==> src/ex_stage_reg.sv <==
`timescale 1ns/1ns

module ex_stage_reg #(
    parameter type payload_t = logic [31:0]
) (
    input  logic     clk,
    input  logic     rst_n,
    input  logic     in_valid,
    input  payload_t in_payload,
    output logic     out_valid,
    output payload_t out_payload
);

    always_ff @(posedge clk or negedge rst_n)
    begin
        if (!rst_n)
        begin
            out_valid   <= 1'b0;
            out_payload <= '0;
        end
        else
        begin
            out_valid <= in_valid;
            if (in_valid)
                out_payload <= in_payload;  // bubbles keep the last item
        end
    end

    // downstream stages trust valid without qualification
    a_valid_known: assert property (
        @(posedge clk) disable iff (!rst_n) !$isunknown(out_valid)
    );

endmodule

==> config.mk <==
export PLATFORM = sky130hd
export DESIGN_NAME = ex_stage_reg
export DESIGN_NICKNAME = d
export VERILOG_FILES = /design/src/ex_stage_reg.sv
export SDC_FILE = /design/constraint.sdc
export NUM_CORES = 1
export LEC_CHECK = 0
export ABC_CLOCK_PERIOD_IN_PS = 1300
export BUFFER_PORTS_ARGS = -buffer_cell sky130_fd_sc_hd__buf_4
export CAP_MARGIN = 40
export CORE_ASPECT_RATIO = 1.25
export CORE_MARGIN = 2
export CORE_UTILIZATION = 48
export CTS_CLUSTER_SIZE = 20
export DETAILED_ROUTE_END_ITERATION = 8
export HOLD_SLACK_MARGIN = 0.08
export PLACE_DENSITY = 0.84
export SYNTH_ARGS = -nofsm -noshare
export SYNTH_HDL_FRONTEND = slang
export SYNTH_SLANG_ARGS = --single-unit
export TNS_END_PERCENT = 10
==> constraint.sdc <==
create_clock -name clk -period 1.3 [get_ports clk]
set_input_delay 0.26 -clock clk [delete_from_list [all_inputs] [get_ports clk]]
set_output_delay 0.26 -clock clk [all_outputs]
set_load 0.02 [all_outputs]
==> reports/metrics.csv, run 1 <==
stage,metric,value,unit
logic_synthesis,yosysWarnings,0,
die,fp.dieW,51.79,um
detailed_routing,m1WireLength,1064,um
logic_synthesis,yosysTopAreaCellShare,60.27,%
sta,period_needed,1.150,ns
final_layout,n_antenna_cell,0,
setup_path,path_cells,buf_4,
global_route,grt_max_degree,34,
sta,finClkSkew,0,ns
detailed_routing,routed_wl,2751,um
die,start_util,50.62,%
logic_synthesis,ys_top_cells_by_area,"dfrtp_1, mux2_4, buf_12",
logic_synthesis,synth_top_family_by_area,multiplexers,
final_layout,final_nets,177,
placed_design,gp_congestion,0.7484,
die,pin_count,68,
setup_path,worstPathArrival,0.89,ns
detailed_routing,final_antenna_net_count,0,
logic_synthesis,synth_top_cell_by_area,dfrtp_1,
logic_synthesis,postSynthCellCount,69,
logic_synthesis,syn_area_per_cell,19.86,um^2
cts,post_cts.repair.setup_buffers,0,
global_route,overflow,0,
detailed_routing,dr.pass1.iters,4,
sta,rsz0062_at_grt,no,
run_status,status,completed,
setup_path,worstSetupPathType,flop to output pin,
logic_synthesis,post-synth-top-count-cell,dfrtp_1,
logic_synthesis,synthMuxAreaShare,34.52,%
logic_synthesis,ys_ff_latch,33,
sta,worst_pin_slew,0.4025,ns
detailed_routing,routed.top_layer,met4,
logic_synthesis,synthAdderAreaFrac,0,%
setup_path,cp.required,1.04,ns
setup_path,startpoint_type,flop,
detailed_routing,wl_met3,155,um
logic_synthesis,synth_flop_cell,dfrtp_1,
setup_path,cp_max_fo,2,
sta,hold_viol,0,
setup_path,slowest_delay,0.41,ns
final_layout,final_layout_size_suffix_gt1_share,74.13,%
cts,cts-root-buf,clkbuf_4,
setup_path,cp_top_family,flip-flops,
setup_path,cp-end-kind,output pin,
logic_synthesis,synthTopCellsByCount,"dfrtp_1, mux2_4, buf_12, mux2_2, buf_6",
detailed_routing,routedWlPerCell,15.54,um
detailed_routing,vias,838,
global_route,grt_pass1_wl,4402,um
logic_synthesis,syn-num-nets,104,
detailed_routing,drtIter0Drc,6,
logic_synthesis,synthXorXnorAreaFrac,0,%
placed_design,portBuffers,67,
sta,slew_headroom,73.16,%
detailed_routing,drc,0,
placed_design,hpwl,2010,um
global_route,antenna_found_initial,0,
cts,numCtsBuffers,5,
setup_path,cp_slowest_cell,dfrtp_1,
cts,clk_latency,0.32,ns
power,p_leak,0.001007,uW
die,row_count,21,
die,die-area,0.003300,mm^2
die,fp.dieH,63.73,um
die,core,0.002706,mm^2
power,power_density,1197,mW/mm^2
logic_synthesis,synth-edff-count,0,
cts,cts.sinks,33,
logic_synthesis,netlist_area,0.001370,mm^2
min_path,min_path_type,input port to flop,
run,drv_cap,0,
final_layout,syn_to_final_growth,40.91,%
detailed_routing,wl_met2,1440,um
setup_path,worst-path-buf-inv,1,
power,peakVddDrop,857.2,uV
logic_synthesis,synth_compound_area_share,0,%
logic_synthesis,synthArstFlopShare,100.0,%
sta,setup_tns,0,ns
cts,cts_tree,done,
sta,report.final.slew_viol_count,0,
logic_synthesis,synth-simple-area-share,0,%
placed_design,dp_slack,0.2047,ns
cts,path_clk_slew,0.09,ns
sta,fin_ws,0.1496,ns
logic_synthesis,yosysSeqAreaShare,60.27,%
global_route,grt_pass1_vias,916,
sta,max_freq,869.2,MHz
cts,cts_buffer_depth,2,
global_route,grt_usage,19.41,%
logic_synthesis,synth_cell_types,5,
sta,post-route-period-util,88.50,%
sta,finalSetupViolations,0,
detailed_routing,via_per_inst,4.734,
cts,cts-htree-levels,2,
stage by stage:
| step | hold slack (ns) | utilization (%) | power (uW) | instances | cell area [um^2] |
|---|---|---|---|---|---|
| global placement | 0.2134 | 69.16 | 1793 | 168 | 1872 |
| global route | 0.1244 | 71.34 | 2447 | 177 | 1931 |
| CTS | 0.1476 | 71.34 | 2344 | 177 | 1931 |
| finish | 0.1592 | 71.34 | 2310 | 177 | 1931 |
| floorplan | -0.03559 | - | 1530 | 69 | 1370 |
| detailed placement | 0.2220 | 69.16 | 1811 | 168 | 1872 |
sequential cells by signal, indices dropped and copies added (netlist names):
name	count
out_valid	1
out_payload	32
placed cells by master (no fill, tap or decap), drive strengths merged:
| master | count |
|---|---|
| buf | 69 |
| clkbuf | 8 |
| mux2 | 32 |
| dfrtp | 33 |
| dlygate4sd3 | 1 |
worst paths after layout:
path	startpoint	cells past startpoint	slack, ns	end
max	out_payload[8]	1	0.15	out_payload[8]
min	in_payload[28]	2	0.16	out_payload[28]
max reg2reg	out_payload[8]	1	0.51	out_payload[8]
min reg2reg	out_payload[0]	1	0.52	out_payload[0]
max in group asynchronous	rst_n	2	0.60	out_payload[27]
min in group asynchronous	rst_n	2	0.40	out_payload[16]
kinds of logic (layout without fill, tap and decap cells):
family,after synthesis,in the layout
buffers and inverters,4,78
flip-flops,33,33
multiplexers,32,32
repair_timing:
item | 4_1_cts | 5_1_grt
hold buffers | 1 | 0
gates resized for setup | 0 | 0
endpoints found under the setup margin | 0 | 0
endpoints found under the hold margin | 33 | 0
routing by layer:
layer,GRT usage [%],vias up
li1,-,384
met1,21.73,405
met2,31.25,41
met3,5.140,8
met4,13.82,0
met5,0,-
cell type report:
cell class                 count  area, um^2
clock buffer                   8       48.80
fill                         186       775.7
multi-input combinational     32       473.0
sequential                    33       825.8
tap                           34       42.54
timing repair buffer          70       540.5
power breakdown:
| group | switching [uW] | leakage (uW) | total [uW] | internal, uW |
|---|---|---|---|---|
| clock network | 308 | 0.0000265 | 523 | 215 |
| registers | 60.8 | 0.000386 | 1190 | 1130 |
| logic | 258 | 0.000595 | 599 | 341 |
| total | 627 | 0.00101 | 2310 | 1680 |
Power figures use the tool's default switching activity.
==> run 2, diff against run 1 <==
--- a/config.mk
+++ b/config.mk
@@ -8,9 +8,11 @@
 export ABC_CLOCK_PERIOD_IN_PS = 1300
 export BUFFER_PORTS_ARGS = -buffer_cell sky130_fd_sc_hd__buf_4
 export CAP_MARGIN = 40
+export CELL_PAD_IN_SITES_DETAIL_PLACEMENT = 0
+export CELL_PAD_IN_SITES_GLOBAL_PLACEMENT = 1
 export CORE_ASPECT_RATIO = 1.25
 export CORE_MARGIN = 2
-export CORE_UTILIZATION = 48
+export CORE_UTILIZATION = 38
 export CTS_CLUSTER_SIZE = 20
 export DETAILED_ROUTE_END_ITERATION = 8
 export HOLD_SLACK_MARGIN = 0.08
==> run 2 against run 1 <==
Non-clock buffer count did not move. Critical path type unchanged. Worst hold slack improved by 0.051 ns. Die area is 24% higher.
==> reports/metrics.csv, run 2 (synthesis results as in run 1) <==
stage,metric,value,unit
run_status,status,completed,
sta,max_freq,919.6,MHz
global_route,grt_pass1_wl,4595,um
cts,path_clk_slew,0.07,ns
power,swShare,24.03,%
detailed_routing,final_antenna_net_count,0,
cts,numCtsBuffers,5,
power,peakVddDrop,852.3,uV
power,p_leak,0.001039,uW
sta,finClkSkew,0,ns
final_layout,n_antenna_cell,0,
setup_path,startpoint_type,flop,
final_layout,final_cell_mix,"buf_4, dfrtp_1, mux2_4",
setup_path,worst-path-stages,1,
die,die-area,0.004105,mm^2
sta,report.final.slew_viol_count,0,
global_route,antenna_found_initial,0,
setup_path,reg2regPathDepth,1,
sta,rsz0062_at_grt,no,
final_layout,fillers,293,
power,power_frac_comb,21.7,%
sta,post-route-period-util,83.64,%
die,fp.dieH,71.14,um
power,seqPwrFrac,43.1,%
final_layout,top_regs,"out_payload x32, out_valid x1",
placed_design,gp_congestion,0.7092,
sta,slew_headroom,72.53,%
cts,post_cts.repair.setup_buffers,0,
detailed_routing,via_per_inst,4.582,
power,internal_power,2095,uW
detailed_routing,vias,834,
cts,cts_tree,done,
die,core,0.003483,mm^2
final_layout,largest_register,out_payload,
final_layout,syn_to_final_growth,46.30,%
final_layout,final_nets,177,
sta,finalSetupViolations,0,
setup_path,slowest_delay,0.39,ns
setup_path,path_cells,buf_4,
setup_path,worst-path-buf-inv,1,
sta,fin_ws,0.2126,ns
run,drv_cap,0,
final_layout,final_layout_size_suffix_gt1_share,75.52,%
min_path,min_path_type,input port to flop,
die,fp.dieW,57.71,um
cts,clk_latency,0.27,ns
power,netSwitchingPower,662.6,uW
detailed_routing,drc,0,
sta,hold_viol,0,
global_route,grt_pass1_vias,922,
sta,period_needed,1.087,ns
setup_path,cp-end-kind,output pin,
setup_path,cp.required,1.04,ns
final_layout,final_common_cell,buf_4,
die,pin_count,68,
detailed_routing,dr.pass1.iters,2,
detailed_routing,drtIter0Drc,15,
setup_path,cp_slowest_cell,dfrtp_1,
min_path,holdPathStages,2,
power,power_density,1376,mW/mm^2
detailed_routing,routed_wl,2700,um
placed_design,portBuffers,67,
cts,cts-root-buf,clkbuf_8,
final_layout,final_util,57.54,%
global_route,overflow,0,
setup_path,cp_max_fo,2,
setup_path,worstSetupPathType,flop to output pin,
global_route,grt_usage,14.85,%
die,row_count,24,
placed_design,hpwl,2016,um
placed_design,dp_slack,0.2260,ns
final_layout,largest_reg_flops,32,
global_route,grt_max_degree,34,
sta,setup_tns,0,ns
setup_path,cp_top_family,flip-flops,
cts,cts.sinks,33,
cts,cts-htree-levels,2,
setup_path,worstPathArrival,0.83,ns
die,start_util,39.33,%
detailed_routing,routedWlPerCell,14.84,um
cts,cts_buffer_depth,2,
power,pwr-share-clk,35.2,%
sta,worst_pin_slew,0.4120,ns
setup_path,reg2reg_slack,0.52,ns
==> run 2: what timing repair did <==
item	CTS	global route
gates resized for setup	0	0
hold endpoints to repair	33	0
hold buffers	1	0
setup endpoints to repair	0	0
==> run 2: power by group through the flow <==
stage | Sequential, uW | Clock (uW) | Combinational, uW
final | 1190 | 971 | 599
after global routing | 1200 | 1050 | 635
after CTS | 1190 | 998 | 607
after detailed placement | 1200 | 0 | 605
after global placement | 1200 | 0 | 594
after floorplan | 1330 | 0 | 204
==> run 2: cell type report <==
type                    instances  area (um^2)  share of cell area [%]
repair buffers                 70        540.5                   26.97
flip-flops and latches         33        825.8                   41.20
clock inverters                 1        30.03                   1.498
multi-input cells              32        473.0                   23.60
clock buffers                   7        86.33                   4.307
well taps                      39        48.80                   2.434
==> run 2: worst paths after layout <==
check / start / end
min reg2reg: out_payload[11] / out_payload[11]
min: in_payload[21] / out_payload[21]
max: out_payload[4] / out_payload[4]
max reg2reg: out_payload[13] / out_payload[13]
min in group asynchronous: rst_n / out_payload[3]
max in group asynchronous: rst_n / out_payload[17]
==> run 2: metrics by stage <==
step                power [uW]  std cells  hold WS, ns  area (um^2)
floorplan                 1530         69     -0.03559         1370
finish                    2757        182       0.2104         2004
global route              2883        182       0.1872         2004
global placement          1795        173       0.2162         1878
detailed placement        1810        173       0.2258         1878
CTS                       2795        182       0.2026         2004
==> run 2: layer usage <==
layer,global-route usage (%),vias to the layer above,part of all wire [%]
li1,-,381,-
met1,18.78,410,40
met2,24.12,41,53
met3,5.302,2,6.7
met4,3.876,0,0.33
met5,0,-,0
==> run 3, diff against run 2 <==
--- a/config.mk
+++ b/config.mk
@@ -5,18 +5,19 @@
 export SDC_FILE = /design/constraint.sdc
 export NUM_CORES = 1
 export LEC_CHECK = 0
-export ABC_CLOCK_PERIOD_IN_PS = 1300
+export ABC_AREA = 1
+export ABC_CLOCK_PERIOD_IN_PS = 1100
 export BUFFER_PORTS_ARGS = -buffer_cell sky130_fd_sc_hd__buf_4
 export CAP_MARGIN = 40
 export CELL_PAD_IN_SITES_DETAIL_PLACEMENT = 0
 export CELL_PAD_IN_SITES_GLOBAL_PLACEMENT = 1
 export CORE_ASPECT_RATIO = 1.25
 export CORE_MARGIN = 2
-export CORE_UTILIZATION = 38
+export CORE_UTILIZATION = 31
 export CTS_CLUSTER_SIZE = 20
 export DETAILED_ROUTE_END_ITERATION = 8
 export HOLD_SLACK_MARGIN = 0.08
-export PLACE_DENSITY = 0.84
+export PLACE_DENSITY = 0.78
 export SYNTH_ARGS = -nofsm -noshare
 export SYNTH_HDL_FRONTEND = slang
 export SYNTH_SLANG_ARGS = --single-unit
==> constraint.sdc (replaced) <==
create_clock -name clk -period 1.1 [get_ports clk]
set_input_delay 0.22 -clock clk [delete_from_list [all_inputs] [get_ports clk]]
set_output_delay 0.22 -clock clk [all_outputs]
set_load 0.02 [all_outputs]
==> run 3 against run 2 <==
Register-to-register slack lost 0.03 ns. Sequential share of layout area increased by 1.3 points. Setup slack got worse by 0.17 ns. Cell count is 45% higher. Global-route usage shrank 1.0 points. First-iteration DRC count grew to 2.6 times the previous value. Count of clock-buffer cells in the layout is the same. Critical path type unchanged.
==> reports/metrics.csv, run 3 <==
stage,metric,value,unit
sta,report.final.slew_viol_count,0,
cts,cts_buffer_depth,2,
placed_design,hpwl,2070,um
global_route,overflow,0,
cts,numCtsBuffers,5,
setup_path,startpoint_type,flop,
sta,worst_pin_slew,0.4183,ns
cts,cts-htree-levels,2,
setup_path,path_cells,buf_4,
logic_synthesis,post-synth-top-count-cell,nand2_1,
detailed_routing,drtIter0Drc,39,
die,die-area,0.004791,mm^2
logic_synthesis,syn-num-nets,172,
detailed_routing,routed_wl,2956,um
min_path,min_path_type,input port to flop,
placed_design,portBuffers,67,
setup_path,cp_slowest_cell,dfrtp_1,
power,peakVddDrop,655.7,uV
sta,hold_viol,0,
final_layout,n_antenna_cell,0,
cts,clk_latency,0.27,ns
cts,path_clk_slew,0.07,ns
run_status,status,completed,
die,pin_count,68,
sta,slew_headroom,72.11,%
global_route,grt_max_degree,34,
setup_path,slowest_delay,0.39,ns
global_route,grt_pass1_wl,5133,um
logic_synthesis,ys_top_cells_by_area,"dfrtp_1, nand2_1, nand2_2",
sta,whs,0.1367,ns
global_route,grt_usage,13.81,%
detailed_routing,drc,0,
final_layout,final_layout_size_suffix_gt1_share,41.55,%
final_layout,final_common_cell,nand2_1,
die,start_util,32.14,%
final_layout,regArea,825.8,um^2
final_layout,final_cell_mix,"nand2_1, buf_4, dfrtp_1",
final_layout,fillers,450,
cts,cts.sinks,33,
detailed_routing,routedWlPerCell,11.24,um
final_layout,largest_reg_flops,32,
global_route,grt_pass1_vias,1128,
final_layout,syn_to_final_growth,47.39,%
logic_synthesis,postSynthCellCount,137,
die,fp.dieW,62.31,um
setup_path,cp.required,0.88,ns
sta,period_needed,1.056,ns
die,fp.dieH,76.89,um
logic_synthesis,synth_flop_cell,dfrtp_1,
sta,finalSetupViolations,0,
sta,max_freq,947.4,MHz
logic_synthesis,synthTopCellsByCount,"nand2_1, dfrtp_1, nand2_2, buf_6, clkbuf_8",
logic_synthesis,synth_top_cell_by_area,dfrtp_1,
placed_design,placed_cells,254,
die,row_count,26,
power,p_leak,0.001088,uW
detailed_routing,vias,1070,
logic_synthesis,synth-edff-count,0,
logic_synthesis,yosysSeqAreaShare,62.68,%
logic_synthesis,netlist_area,0.001318,mm^2
die,core,0.004099,mm^2
global_route,antenna_found_initial,0,
sta,post-route-period-util,95.96,%
placed_design,gp_congestion,0.7065,
setup_path,cp-end-kind,output pin,
setup_path,worst-path-stages,1,
setup_path,cp_top_family,flip-flops,
detailed_routing,via_per_inst,4.068,
final_layout,stdcell_count,263,
sta,rsz0062_at_grt,no,
run,drv_cap,0,
setup_path,worstPathArrival,0.84,ns
logic_synthesis,yosysTopAreaCellShare,62.68,%
logic_synthesis,yosysWarnings,0,
detailed_routing,final_antenna_net_count,0,
sta,setup_tns,0,ns
setup_path,worst-path-buf-inv,1,
cts,post_cts.repair.setup_buffers,0,
setup_path,worstSetupPathType,flop to output pin,
logic_synthesis,synthArstFlopShare,100.0,%
logic_synthesis,syn_area_per_cell,9.617,um^2
cts,cts_tree,done,
setup_path,cp_max_fo,2,
logic_synthesis,synth_cell_types,7,
final_layout,final_nets,241,
sta,finClkSkew,0,ns
final_layout,final_util,47.37,%
detailed_routing,dr.pass1.iters,4,
power,power_density,1607,mW/mm^2
logic_synthesis,ys_ff_latch,33,
cts,cts-root-buf,clkbuf_8,
final_layout,top_regs,"out_payload x32, out_valid x1",
final_layout,multi_input_area,385.4,um^2
final_layout,largest_register,out_payload,
min_path,holdPathStages,3,
setup_path,reg2regPathDepth,2,
==> run 3: cell families after synthesis <==
logic type / count (synthesis) / share of synthesized area [%]
buf+inv: 8 / 8.072
simple gates: 96 / 29.25
flops: 33 / 62.68
==> run 3: metal layers <==
layer  up-vias  global-route usage [%]  wire [um]
met3         8                   3.666        221
met5         -                       0          0
met4         0                   8.667         76
li1        543                       -          -
met2        47                   23.15       1418
met1       472                   15.56       1239
==> run 3: area by class of cell <==
type	count	share of cell area, %
Sequential cell	33	42.53
Timing Repair Buffer	69	27.45
Multi-Input combinational cell	96	19.85
Clock buffer	7	4.446
Tap cell	56	3.608
Clock inverter	1	1.546
Inverter	1	0.5799
==> run 3: what timing repair did <==
action                                  4_1_cts  5_1_grt
gates resized for setup                       0        0
hold endpoints to repair                     33        0
hold buffers                                  1        0
endpoints found under the setup margin        0        0
==> run 3: worst paths after layout <==
path                            slack (ns)         endpoint       startpoint
worst max-delay path                  0.04   out_payload[6]   out_payload[6]
worst min-delay path                  0.14  out_payload[19]   in_payload[19]
worst max register to register        0.49  out_payload[24]  out_payload[24]
worst min register to register        0.47  out_payload[16]  out_payload[16]
max in group asynchronous             0.37   out_payload[0]            rst_n
min in group asynchronous             0.43   out_payload[3]            rst_n
==> run 3: stage by stage <==
stage | power (uW) | worst slack [ns] | cell area [um^2]
2_1_floorplan | 1694 | 0.3947 | 1318
3_3_place_gp | 1993 | 0.2951 | 1815
3_5_place_dp | 1998 | 0.2625 | 1815
4_1_cts | 3173 | 0.03238 | 1942
5_1_grt | 3282 | 0.006863 | 1942
6_report | 3121 | 0.04445 | 1942
==> run 3: report_power, final <==
part / switching [uW] / leakage, uW / internal, uW
registers: 63.1 / 0.000401 / 1320
clock network: 417 / 0.0000585 / 738
logic: 314 / 0.000628 / 268
total: 794 / 0.00109 / 2330
